$ cat config.mk
export PLATFORM = sky130hd
export DESIGN_NAME = exec_unit_top
export DESIGN_NICKNAME = d
export VERILOG_FILES = /design/src/alu_pkg.sv /design/src/exec_pkg.sv /design/src/alu.sv /design/src/cmd_receiver.sv /design/src/exec_core.sv /design/src/exec_unit_top.sv /design/src/reg_file.sv /design/src/result_sender.sv
export SDC_FILE = /design/constraint.sdc
export NUM_CORES = 1
export LEC_CHECK = 0
export BUFFER_PORTS_ARGS = -buffer_cell sky130_fd_sc_hd__buf_2
export CAP_MARGIN = 20
export CORE_ASPECT_RATIO = 0.75
export CORE_MARGIN = 8
export CORE_UTILIZATION = 33
export DETAILED_ROUTE_END_ITERATION = 8
export PLACE_DENSITY = 0.46
export REMOVE_ABC_BUFFERS = 1
export SETUP_SLACK_MARGIN = 0.15
export SLEW_MARGIN = 20
export SYNTH_ARGS = -nofsm -noshare
export SYNTH_HDL_FRONTEND = slang
export SYNTH_SLANG_ARGS = --single-unit
$ cat constraint.sdc
create_clock -name clk -period 5.4 [get_ports clk]
set_clock_uncertainty 0.15 [all_clocks]
set_input_delay 0.27 -clock clk [delete_from_list [all_inputs] [get_ports clk]]
set_output_delay 0.27 -clock clk [all_outputs]
set_load 0.02 [all_outputs]
$ cat src/alu_pkg.sv
`default_nettype none

package alu_pkg;

   localparam int num_bits = 16; // one machine word

   typedef logic [num_bits-1:0] data_t;

   typedef logic [3:0] func_t;

   localparam func_t func_add = 4'h0; // a + b
   localparam func_t func_sub = 4'h1; // a - b
   localparam func_t func_and = 4'h2;
   localparam func_t func_orr = 4'h3;
   localparam func_t func_not = 4'h4; // ~a
   localparam func_t func_tcp = 4'h5; // two's complement of a
   localparam func_t func_shl = 4'h6; // arithmetic shift left
   localparam func_t func_shr = 4'h7; // arithmetic shift right
   localparam func_t func_id1 = 4'h8; // pass a
   localparam func_t func_id2 = 4'h9; // pass b
   localparam func_t func_bxx = 4'ha; // branch test, see branch_t

   typedef logic [1:0] branch_t;

   localparam branch_t br_ne = 2'd0; // a != b
   localparam branch_t br_eq = 2'd1; // a == b
   localparam branch_t br_gz = 2'd2; // a > 0
   localparam branch_t br_lz = 2'd3; // a < 0

endpackage

`default_nettype wire

$ cat src/exec_pkg.sv
`default_nettype none

package exec_pkg;

   localparam int reg_count = 4; // four-register machine

   typedef logic [$clog2(reg_count)-1:0] reg_idx_t;

   // write-back rule per function code
   function automatic logic writes_reg(input alu_pkg::func_t func);
      logic wr;
      case (func)
         alu_pkg::func_bxx: wr = 1'b0; // branches only report bcond
         default:           wr = 1'b1;
      endcase
      return wr;
   endfunction

endpackage

`default_nettype wire

$ cat src/alu.sv
`timescale 1ns/100ps
`default_nettype none

module alu #(
   parameter int data_width = alu_pkg::num_bits
) (
   input  logic [data_width-1:0] a,
   input  logic [data_width-1:0] b,
   input  alu_pkg::func_t        func_code,
   input  alu_pkg::branch_t      branch_type,
   output logic [data_width-1:0] c,
   output logic                  overflow_flag,
   output logic                  bcond
);

   import alu_pkg::*;

   localparam int msb = data_width - 1; // sign bit

   always_comb begin
      c             = '0;
      overflow_flag = 1'b0;
      bcond         = 1'b0; // only branches set it

      case (func_code)
         func_add: begin
            c = a + b;
            // same-sign operands, result sign flipped
            overflow_flag = (a[msb] == b[msb]) && (a[msb] != c[msb]);
         end
         func_sub: begin
            c = a - b;
            overflow_flag = (a[msb] != b[msb]) && (a[msb] != c[msb]);
         end
         func_and: c = a & b;
         func_orr: c = a | b;
         func_not: c = ~a;
         func_tcp: c = ~a + 1'b1;
         func_shl: c = {a[msb-1:0], 1'b0};
         func_shr: c = {a[msb], a[msb:1]}; // keep sign
         func_id1: c = a;
         func_id2: c = b;
         func_bxx: begin
            case (branch_type)
               br_ne:   bcond = (a != b);
               br_eq:   bcond = (a == b);
               br_gz:   bcond = !a[msb] && (a != '0);
               br_lz:   bcond = a[msb];
               default: bcond = 1'b0;
            endcase
            c = {{(data_width-1){1'b0}}, bcond}; // condition in bit 0
         end
         default: begin
            c             = '0; // undefined code
            overflow_flag = 1'b0;
         end
      endcase
   end

endmodule

`default_nettype wire

$ cat src/cmd_receiver.sv
`timescale 1ns/100ps
`default_nettype none

module cmd_receiver #(
   parameter int data_width = alu_pkg::num_bits
) (
   input  logic                    clk,
   input  logic                    rst_n,
   input  logic                    cmd_req,
   input  alu_pkg::func_t          cmd_func,
   input  alu_pkg::branch_t        cmd_branch,
   input  exec_pkg::reg_idx_t      cmd_rs,
   input  exec_pkg::reg_idx_t      cmd_rt,
   input  exec_pkg::reg_idx_t      cmd_rd,
   input  logic                    cmd_use_imm,
   input  logic [data_width-1:0]   cmd_imm,
   input  logic                    cmd_taken,
   output logic                    cmd_ack,
   output logic                    cmd_valid,
   output alu_pkg::func_t          q_func,
   output alu_pkg::branch_t        q_branch,
   output exec_pkg::reg_idx_t      q_rs,
   output exec_pkg::reg_idx_t      q_rt,
   output exec_pkg::reg_idx_t      q_rd,
   output logic                    q_use_imm,
   output logic [data_width-1:0]   q_imm
);

   typedef enum logic [1:0] {st_idle, st_acked, st_wait_free} rx_state_t;

   rx_state_t state;
   logic      full;  // holding register occupied
   logic      load;

   // accept only into an empty holding register
   assign load = !full && ((state == st_idle && cmd_req) || state == st_wait_free);

   assign cmd_valid = full;

   always_ff @(posedge clk) begin
      if (!rst_n) begin
         state   <= st_idle;
         cmd_ack <= 1'b0;
         full    <= 1'b0;
      end else begin
         if (cmd_taken)
            full <= 1'b0; // core owns the command now
         case (state)
            st_idle: begin
               if (cmd_req) begin
                  if (load) begin
                     full    <= 1'b1;
                     cmd_ack <= 1'b1;
                     state   <= st_acked;
                  end else begin
                     state <= st_wait_free; // back-pressure, hold ack low
                  end
               end
            end
            st_wait_free: begin
               if (load) begin
                  full    <= 1'b1;
                  cmd_ack <= 1'b1;
                  state   <= st_acked;
               end
            end
            st_acked: begin
               if (!cmd_req) begin
                  cmd_ack <= 1'b0; // return to zero
                  state   <= st_idle;
               end
            end
            default: state <= st_idle;
         endcase
      end
   end

   always_ff @(posedge clk) begin
      if (load) begin
         q_func    <= cmd_func;
         q_branch  <= cmd_branch;
         q_rs      <= cmd_rs;
         q_rt      <= cmd_rt;
         q_rd      <= cmd_rd;
         q_use_imm <= cmd_use_imm;
         q_imm     <= cmd_imm;
      end
   end

endmodule

`default_nettype wire

$ cat src/exec_core.sv
`timescale 1ns/100ps
`default_nettype none

module exec_core #(
   parameter int data_width = alu_pkg::num_bits
) (
   input  logic                  clk,
   input  logic                  rst_n,
   input  logic                  cmd_valid,
   input  alu_pkg::func_t        q_func,
   input  alu_pkg::branch_t      q_branch,
   input  exec_pkg::reg_idx_t    q_rs,
   input  exec_pkg::reg_idx_t    q_rt,
   input  exec_pkg::reg_idx_t    q_rd,
   input  logic                  q_use_imm,
   input  logic [data_width-1:0] q_imm,
   input  logic [data_width-1:0] rd_data_a,
   input  logic [data_width-1:0] rd_data_b,
   input  logic                  send_done,
   output logic                  cmd_taken,
   output exec_pkg::reg_idx_t    rd_addr_a,
   output exec_pkg::reg_idx_t    rd_addr_b,
   output logic                  wr_en,
   output exec_pkg::reg_idx_t    wr_addr,
   output logic [data_width-1:0] wr_data,
   output logic                  send_valid,
   output logic [data_width-1:0] res_c,
   output logic                  res_overflow,
   output logic                  res_bcond
);

   import alu_pkg::*;
   import exec_pkg::*;

   typedef enum logic {st_wait_cmd, st_reply} core_state_t;

   core_state_t           state;
   logic [data_width-1:0] opnd_b;
   logic [data_width-1:0] alu_c;
   logic                  alu_ovf;
   logic                  alu_bcond;
   func_t                 func_r;   // kept for the write-back decision
   reg_idx_t              rd_r;

   assign cmd_taken = (state == st_wait_cmd) && cmd_valid;

   assign rd_addr_a = q_rs;
   assign rd_addr_b = q_rt;
   assign opnd_b    = q_use_imm ? q_imm : rd_data_b; // immediate replaces rt

   alu #(
      .data_width (data_width)
   ) alu_i (
      .a             (rd_data_a),
      .b             (opnd_b),
      .func_code     (q_func),
      .branch_type   (q_branch),
      .c             (alu_c),
      .overflow_flag (alu_ovf),
      .bcond         (alu_bcond)
   );

   always_ff @(posedge clk) begin
      if (!rst_n) begin
         state      <= st_wait_cmd;
         send_valid <= 1'b0;
      end else begin
         case (state)
            st_wait_cmd: begin
               if (cmd_valid) begin
                  send_valid <= 1'b1;
                  state      <= st_reply;
               end
            end
            st_reply: begin
               if (send_done) begin
                  send_valid <= 1'b0; // next command one clk later
                  state      <= st_wait_cmd;
               end
            end
            default: state <= st_wait_cmd;
         endcase
      end
   end

   always_ff @(posedge clk) begin
      if (cmd_taken) begin
         res_c        <= alu_c;
         res_overflow <= alu_ovf;
         res_bcond    <= alu_bcond;
         func_r       <= q_func;
         rd_r         <= q_rd;
      end
   end

   // registers change only once the reply is consumed
   assign wr_en   = (state == st_reply) && send_done && writes_reg(func_r);
   assign wr_addr = rd_r;
   assign wr_data = res_c;

endmodule

`default_nettype wire

$ cat src/exec_unit_top.sv
`timescale 1ns/100ps
`default_nettype none

module exec_unit_top #(
   parameter int data_width = alu_pkg::num_bits
) (
   input  logic                  clk,
   input  logic                  rst_n,
   input  logic                  cmd_req,
   input  alu_pkg::func_t        cmd_func,
   input  alu_pkg::branch_t      cmd_branch,
   input  exec_pkg::reg_idx_t    cmd_rs,
   input  exec_pkg::reg_idx_t    cmd_rt,
   input  exec_pkg::reg_idx_t    cmd_rd,
   input  logic                  cmd_use_imm,
   input  logic [data_width-1:0] cmd_imm,
   output logic                  cmd_ack,
   output logic                  res_req,
   output logic [data_width-1:0] res_data,
   output logic                  res_overflow,
   output logic                  res_bcond,
   input  logic                  res_ack
);

   import alu_pkg::*;
   import exec_pkg::*;

   logic                  cmd_valid, cmd_taken;
   func_t                 q_func;
   branch_t               q_branch;
   reg_idx_t              q_rs, q_rt, q_rd;
   logic                  q_use_imm;
   logic [data_width-1:0] q_imm;
   reg_idx_t              rd_addr_a, rd_addr_b, wr_addr;
   logic [data_width-1:0] rd_data_a, rd_data_b, wr_data;
   logic                  wr_en;
   logic                  send_valid, send_done;
   logic [data_width-1:0] core_c;  // result held by the core
   logic                  core_overflow, core_bcond;

   cmd_receiver #(.data_width(data_width)) receiver_i (
      .clk(clk), .rst_n(rst_n),
      .cmd_req(cmd_req), .cmd_func(cmd_func), .cmd_branch(cmd_branch),
      .cmd_rs(cmd_rs), .cmd_rt(cmd_rt), .cmd_rd(cmd_rd),
      .cmd_use_imm(cmd_use_imm), .cmd_imm(cmd_imm),
      .cmd_taken(cmd_taken), .cmd_ack(cmd_ack), .cmd_valid(cmd_valid),
      .q_func(q_func), .q_branch(q_branch), .q_rs(q_rs), .q_rt(q_rt),
      .q_rd(q_rd), .q_use_imm(q_use_imm), .q_imm(q_imm)
   );

   reg_file #(.data_width(data_width)) regs_i (
      .clk(clk), .rst_n(rst_n),
      .rd_addr_a(rd_addr_a), .rd_addr_b(rd_addr_b),
      .wr_en(wr_en), .wr_addr(wr_addr), .wr_data(wr_data),
      .rd_data_a(rd_data_a), .rd_data_b(rd_data_b)
   );

   exec_core #(.data_width(data_width)) core_i (
      .clk(clk), .rst_n(rst_n), .cmd_valid(cmd_valid),
      .q_func(q_func), .q_branch(q_branch), .q_rs(q_rs), .q_rt(q_rt),
      .q_rd(q_rd), .q_use_imm(q_use_imm), .q_imm(q_imm),
      .rd_data_a(rd_data_a), .rd_data_b(rd_data_b), .send_done(send_done),
      .cmd_taken(cmd_taken), .rd_addr_a(rd_addr_a), .rd_addr_b(rd_addr_b),
      .wr_en(wr_en), .wr_addr(wr_addr), .wr_data(wr_data),
      .send_valid(send_valid), .res_c(core_c),
      .res_overflow(core_overflow), .res_bcond(core_bcond)
   );

   result_sender #(.data_width(data_width)) sender_i (
      .clk(clk), .rst_n(rst_n), .send_valid(send_valid),
      .res_c(core_c), .res_overflow(core_overflow), .res_bcond(core_bcond),
      .res_ack(res_ack), .send_done(send_done), .res_req(res_req),
      .res_data(res_data), .res_overflow_out(res_overflow),
      .res_bcond_out(res_bcond)
   );

endmodule

`default_nettype wire

$ cat src/reg_file.sv
`timescale 1ns/100ps
`default_nettype none

module reg_file #(
   parameter int data_width = alu_pkg::num_bits
) (
   input  logic                  clk,
   input  logic                  rst_n,
   input  exec_pkg::reg_idx_t    rd_addr_a,
   input  exec_pkg::reg_idx_t    rd_addr_b,
   input  logic                  wr_en,
   input  exec_pkg::reg_idx_t    wr_addr,
   input  logic [data_width-1:0] wr_data,
   output logic [data_width-1:0] rd_data_a,
   output logic [data_width-1:0] rd_data_b
);

   import exec_pkg::*;

   logic [data_width-1:0] regs [reg_count];

   // the machine starts from all-zero registers
   always_ff @(posedge clk) begin
      if (!rst_n) begin
         for (int i = 0; i < reg_count; i++)
            regs[i] <= '0;
      end else if (wr_en) begin
         regs[wr_addr] <= wr_data;
      end
   end

   assign rd_data_a = regs[rd_addr_a]; // async read
   assign rd_data_b = regs[rd_addr_b];

endmodule

`default_nettype wire

$ cat src/result_sender.sv
`timescale 1ns/100ps
`default_nettype none

module result_sender #(
   parameter int data_width = alu_pkg::num_bits
) (
   input  logic                  clk,
   input  logic                  rst_n,
   input  logic                  send_valid,
   input  logic [data_width-1:0] res_c,
   input  logic                  res_overflow,
   input  logic                  res_bcond,
   input  logic                  res_ack,
   output logic                  send_done,
   output logic                  res_req,
   output logic [data_width-1:0] res_data,
   output logic                  res_overflow_out,
   output logic                  res_bcond_out
);

   typedef enum logic [1:0] {st_idle, st_req, st_release, st_done} tx_state_t;

   tx_state_t state;

   always_ff @(posedge clk) begin
      if (!rst_n) begin
         state     <= st_idle;
         res_req   <= 1'b0;
         send_done <= 1'b0;
      end else begin
         case (state)
            st_idle: begin
               if (send_valid) begin
                  res_req <= 1'b1;
                  state   <= st_req;
               end
            end
            st_req: begin
               if (res_ack) begin
                  res_req <= 1'b0;
                  state   <= st_release;
               end
            end
            st_release: begin
               if (!res_ack) begin
                  send_done <= 1'b1; // one-clk pulse
                  state     <= st_done;
               end
            end
            st_done: begin
               // gives the core a clk to drop send_valid
               send_done <= 1'b0;
               state     <= st_idle;
            end
            default: state <= st_idle;
         endcase
      end
   end

   always_ff @(posedge clk) begin
      if (state == st_idle && send_valid) begin
         res_data         <= res_c;
         res_overflow_out <= res_overflow;
         res_bcond_out    <= res_bcond;
      end
   end

endmodule

`default_nettype wire

Yosys cells after proc, flatten, opt, wreduce, memory -nomap -nowiden
Memory sizes are Yosys's and may differ from the RTL's. A register that Yosys moved wholly into a read port is not among the register bits. Cells that the tools add are included.

Memories kept: 1. Bits in registers: 81. Output and inout port bits: 20. Logic and storage cells: 133. Input port bits: 33. Bits in writable memories: 64.

Memory list: regs_i.regs (depth 4, width 16, rd ports 2, clocked after memory_dff 2, wr ports 4, line reg_file.sv:20) `logic [data_width-1:0] regs [reg_count];`.

Reductions and logical operators: 27. Equal/unequal tests: 33. Muxes and demuxes: 42. Add/sub/neg operators: 3. Bitwise operators: 4.

Operators by type and width (number): $pmux 16 s11 (1); $mux 16 (2); $mux 2 (10); $mux 1 (19); $add 16x1->16 const B (1); $add 16x16->16 (1); $and 16x16->16 (1); $eq 16x16->1 (1); $eq 4x3->1 const B (4); $eq 4x4->1 const B (4); $ne 16x16->1 (1); $not 16->16 (1); $or 16x16->16 (1); $reduce_bool 16->1 (1); $reduce_or 16->1 (1); $sub 16x16->16 (1); $ne 2x2->1 const B (6); $pmux 1 s2 (6); $reduce_and 3->1 (4); $eq 2x2->1 const B (5); $logic_and 1x1->1 (9); $eq 4x2->1 const B (2); $pmux 2 s4 (1); $eq 2x1->1 const B (3); 15 further kinds (23).

Depth between registers and ports, before layout
Depth after elaboration: 8. Depth in mapped cells: 15. Depth with buffers taken out: 13.

By module
From an unflattened synthesis, not the netlist that was laid out.

Cell total of the unflattened synthesis: 848. Area, all modules: 9664.3 µm².

Modules (own cells, without submodules): alu (instances 1, area each 3357.0 µm², cells an instance 499, sequential area each 0.0 µm²); reg_file (instances 1, area each 3273.1 µm², cells an instance 186, sequential area each 1921.8 µm²); exec_core (instances 1, area each 1208.7 µm², cells an instance 72, sequential area each 760.7 µm²); cmd_receiver (instances 1, area each 1023.5 µm², cells an instance 45, sequential area each 950.9 µm²); result_sender (instances 1, area each 802.0 µm², cells an instance 46, sequential area each 620.6 µm²).

Worst setup path before layout
No wires, ideal clock.

Kind: reg-to-reg. Start: register (tool-made name). End: register core_i.res_c[14] (data pin). Buffers on the path: 2. Clock period less this slack: 4.427 ns. Cell stages (with the launch flop): 15. Setup slack: 0.973 ns. Arrival: 4.005 ns. Data required time: 4.978 ns. Library setup time: 0.272 ns. Cells stage by stage: dfxtp_1 clkbuf_1 buf_2 mux4_2 mux2i_1 inv_1 ha_1 fa_1 a211oi_1 nor2_1 o21ai_0 a2111oi_0 a211oi_1 mux2i_1 or4b_1.

RTL lines: end signal: assignment (line exec_core.sv:88) `res_c <= alu_c;`; end: declaration (line exec_core.sv:27) `output logic [data_width-1:0] res_c,`.

==> out/summary.txt <==
Outcome - completed
Minimum clock period - 4.54 ns
Finished Core Util - 0.388
Largest net degree at the start of global routing - 31
Detailed Place HPWL - 20400 um
Via count - 6937
Period utilization - 0.841
Non-filler cells, final - 1262
Dpl cells - 1201
Die area - 33600 sq um
Hold Path Class - in -> reg
Final hold vios - 0
P per Cell Area - 331 nW/um^2
Worst skew pair latency - 0.44 ns
Peak Freq - 220 MHz
Congestion Overflow GR - 0
Root Buffer - clkbuf_16
Clock tree sinks - 149
Endpoint type of the worst setup path - flip-flop
Max transition margin - 0.218
Cts hold-fix bufs - 29
I/O pin cnt - 53
1st-iter DRT viols - 587
Multi-input gate area - 4520 sq um
Initial Util - 0.332
Max VDD drop - 207 uV
Post-synthesis register bit count - 149
Synth Area in Adders - 0.0748
Unique cell type count in the Yosys netlist - 73
Core footprint - 27800 sq um
Synth async-reset ratio - 0
Final setup fails - 0
Avg Inst Size Synth - 11.3 sq um
Sequential area share after synthesis - 0.470
Die Height - 161 um
Rows - 53
Post-synthesis mux area share - 0.111
Synth Instances - 820
Commonest cells after routing, fill and taps aside - edfxtp_1, inv_1, nor2_1
Crit path launch type - flip-flop
Post-Synth Simple-Gate Area - 0.148
Register area - 4330 sq um
Most common cell after layout, fill and taps aside - edfxtp_1
RD Place Congestion - 0.874
CTS buffer count - 17
Avg WL per Cell - 22.8 um
Initial antenna violation count - 0
Vias per Instance - 5.50
PostCTS Resize Cnt - 0
Post-synthesis xor/xnor area fraction - 0.0104
RSZ-0062 raised after global routing - false
Share of layout cells above drive strength 1 - 0.178
Post-synth EDFFs - 135
Nets - 979
IO Port Bufs - 52
Largest family of logic cells by synthesized area - simple AND/OR/NAND/NOR gates
H-tree levels - 4
Drt drc - 0
CP max FO - 10
WP data required - 5.43 ns
Worst endpoint data arrival time - 4.57 ns
Vias in the first global route - 6953
Fill count - 2680
TritonCTS clock tree - done
Clk pin slew, worst setup/hold paths - 0.07 ns
Die Span X - 209 um
Yosys synthesis warning count - 0
Total of max-cap violations - 0
Worst Tran Pin Value - 1.17 ns
Cell area after synthesis - 9230 sq um
Diode count - 0
Post-Route WL - 28800 um
GRT Total Usage - 0.173
Most used DFF post-synth - edfxtp_1
Max Buffers Root-to-Sink - 2
Setup TNS - 0 ns
Setup Buffers After CTS - 0
Slew Viols, Final - 0
First-pass GRT wire length - 44100 um
Post-synthesis compound-gate area fraction - 0.142
Setup Crit Path Kind - reg -> reg
Leak - 4.13 nW
Routed Antenna Nets - 0
Layout area overhead - 16.7%
Drt pass-1 iters - 7
[sequential cells by signal, indices dropped and copies added (netlist names), 4 cells and up, named ones only]
signal	flops
sender_i.res_data	16
receiver_i.q_imm	16
core_i.func_r	4
receiver_i.q_func	4
regs_i.regs	64
core_i.res_c	16
[worst max-delay path, stage by stage (launching register included)]
cell and delay, ns:
dfxtp_1 0.64, buf_12 0.22, mux4_2 0.61, inv_1 0.19
ha_1 0.31, o211ai_1 0.15, a21oi_1 0.25, o21ai_0 0.20
a2111oi_0 0.72, a211oi_1 0.17, mux2i_1 0.15, or4b_1 0.52
[worst paths after layout]
path | cells past startpoint | start | slack, ns | endpoint
worst max-delay path | 11 | flip-flop | 0.86 | core_i.res_c[14]$_DFFE_PP_
worst min-delay path | 3 | cmd_req | 0.03 | receiver_i.state[1]$_SDFFE_PN0P_
worst max register to register | 11 | flip-flop | 0.86 | core_i.res_c[14]$_DFFE_PP_
worst min register to register | 0 | receiver_i.q_rd[0]$_DFFE_PP_ | 0.27 | core_i.wr_addr[0]$_DFFE_PP_
[stage by stage]
step | instance area [sq um] | total power [mW] | hold WS [ns] | worst slack (ns)
after detailed placement | 9910 | 2.37 | 0.256 | 0.924
after global routing | 10800 | 3.73 | 0.0593 | 0.487
after global placement | 9910 | 2.39 | 0.254 | 1.00
final | 10800 | 3.56 | 0.0300 | 0.861
after CTS | 10800 | 3.58 | 0.0102 | 0.897
after floorplan | 9020 | 2.07 | 0.219 | 1.05
[area by class of cell]
cell class	instances	area share
Inverter	53	0.0185
Sequential cell	149	0.402
Clock buffer	17	0.0395
Tap cell	357	0.0415
Timing Repair Buffer	99	0.0648
Multi-Input combinational cell	572	0.420
Clock inverter	15	0.0137
[cell usage after synthesis, drive strengths merged, types with 10 or more instances]
library cell | number | area (sq um)
a21oi | 44 | 220
a221oi | 17 | 155
and2 | 51 | 319
and3 | 18 | 113
buf | 10 | 72.6
clkbuf | 36 | 135
dfxtp | 14 | 280
edfxtp | 135 | 4050
ha | 52 | 651
inv | 53 | 199
mux2 | 10 | 113
mux2i | 19 | 190
mux4 | 32 | 724
nand2 | 50 | 188
nand3 | 10 | 50.1
nor2 | 54 | 205
nor2b | 14 | 87.6
nor3 | 19 | 100
o21ai | 43 | 215
[where the power goes]
group	leakage, nW	switching [mW]	internal [mW]	total, mW
combinational	2.41	0.585	0.368	0.952
clock	0.278	0.532	0.647	1.18
sequential	1.44	0.0734	1.36	1.43
[per-layer routing]
metal,global-route usage,vias to the layer above,wire [um]
li1,-,3237,-
met1,0.251,3428,14400
met2,0.252,229,12100
met3,0.0397,43,1670
met4,0.0547,0,661
met5,0,-,0
[cell families after synthesis]
kind of cell / after synthesis
adders and majority gates: 54
xor gates and xnor gates: 11
and+or+nand+nor: 254
muxes: 61
AOI/OAI and AO/OA: 192
buffers and inverters: 99
DFF: 149
No activity file was read; power rests on OpenSTA's default activity.
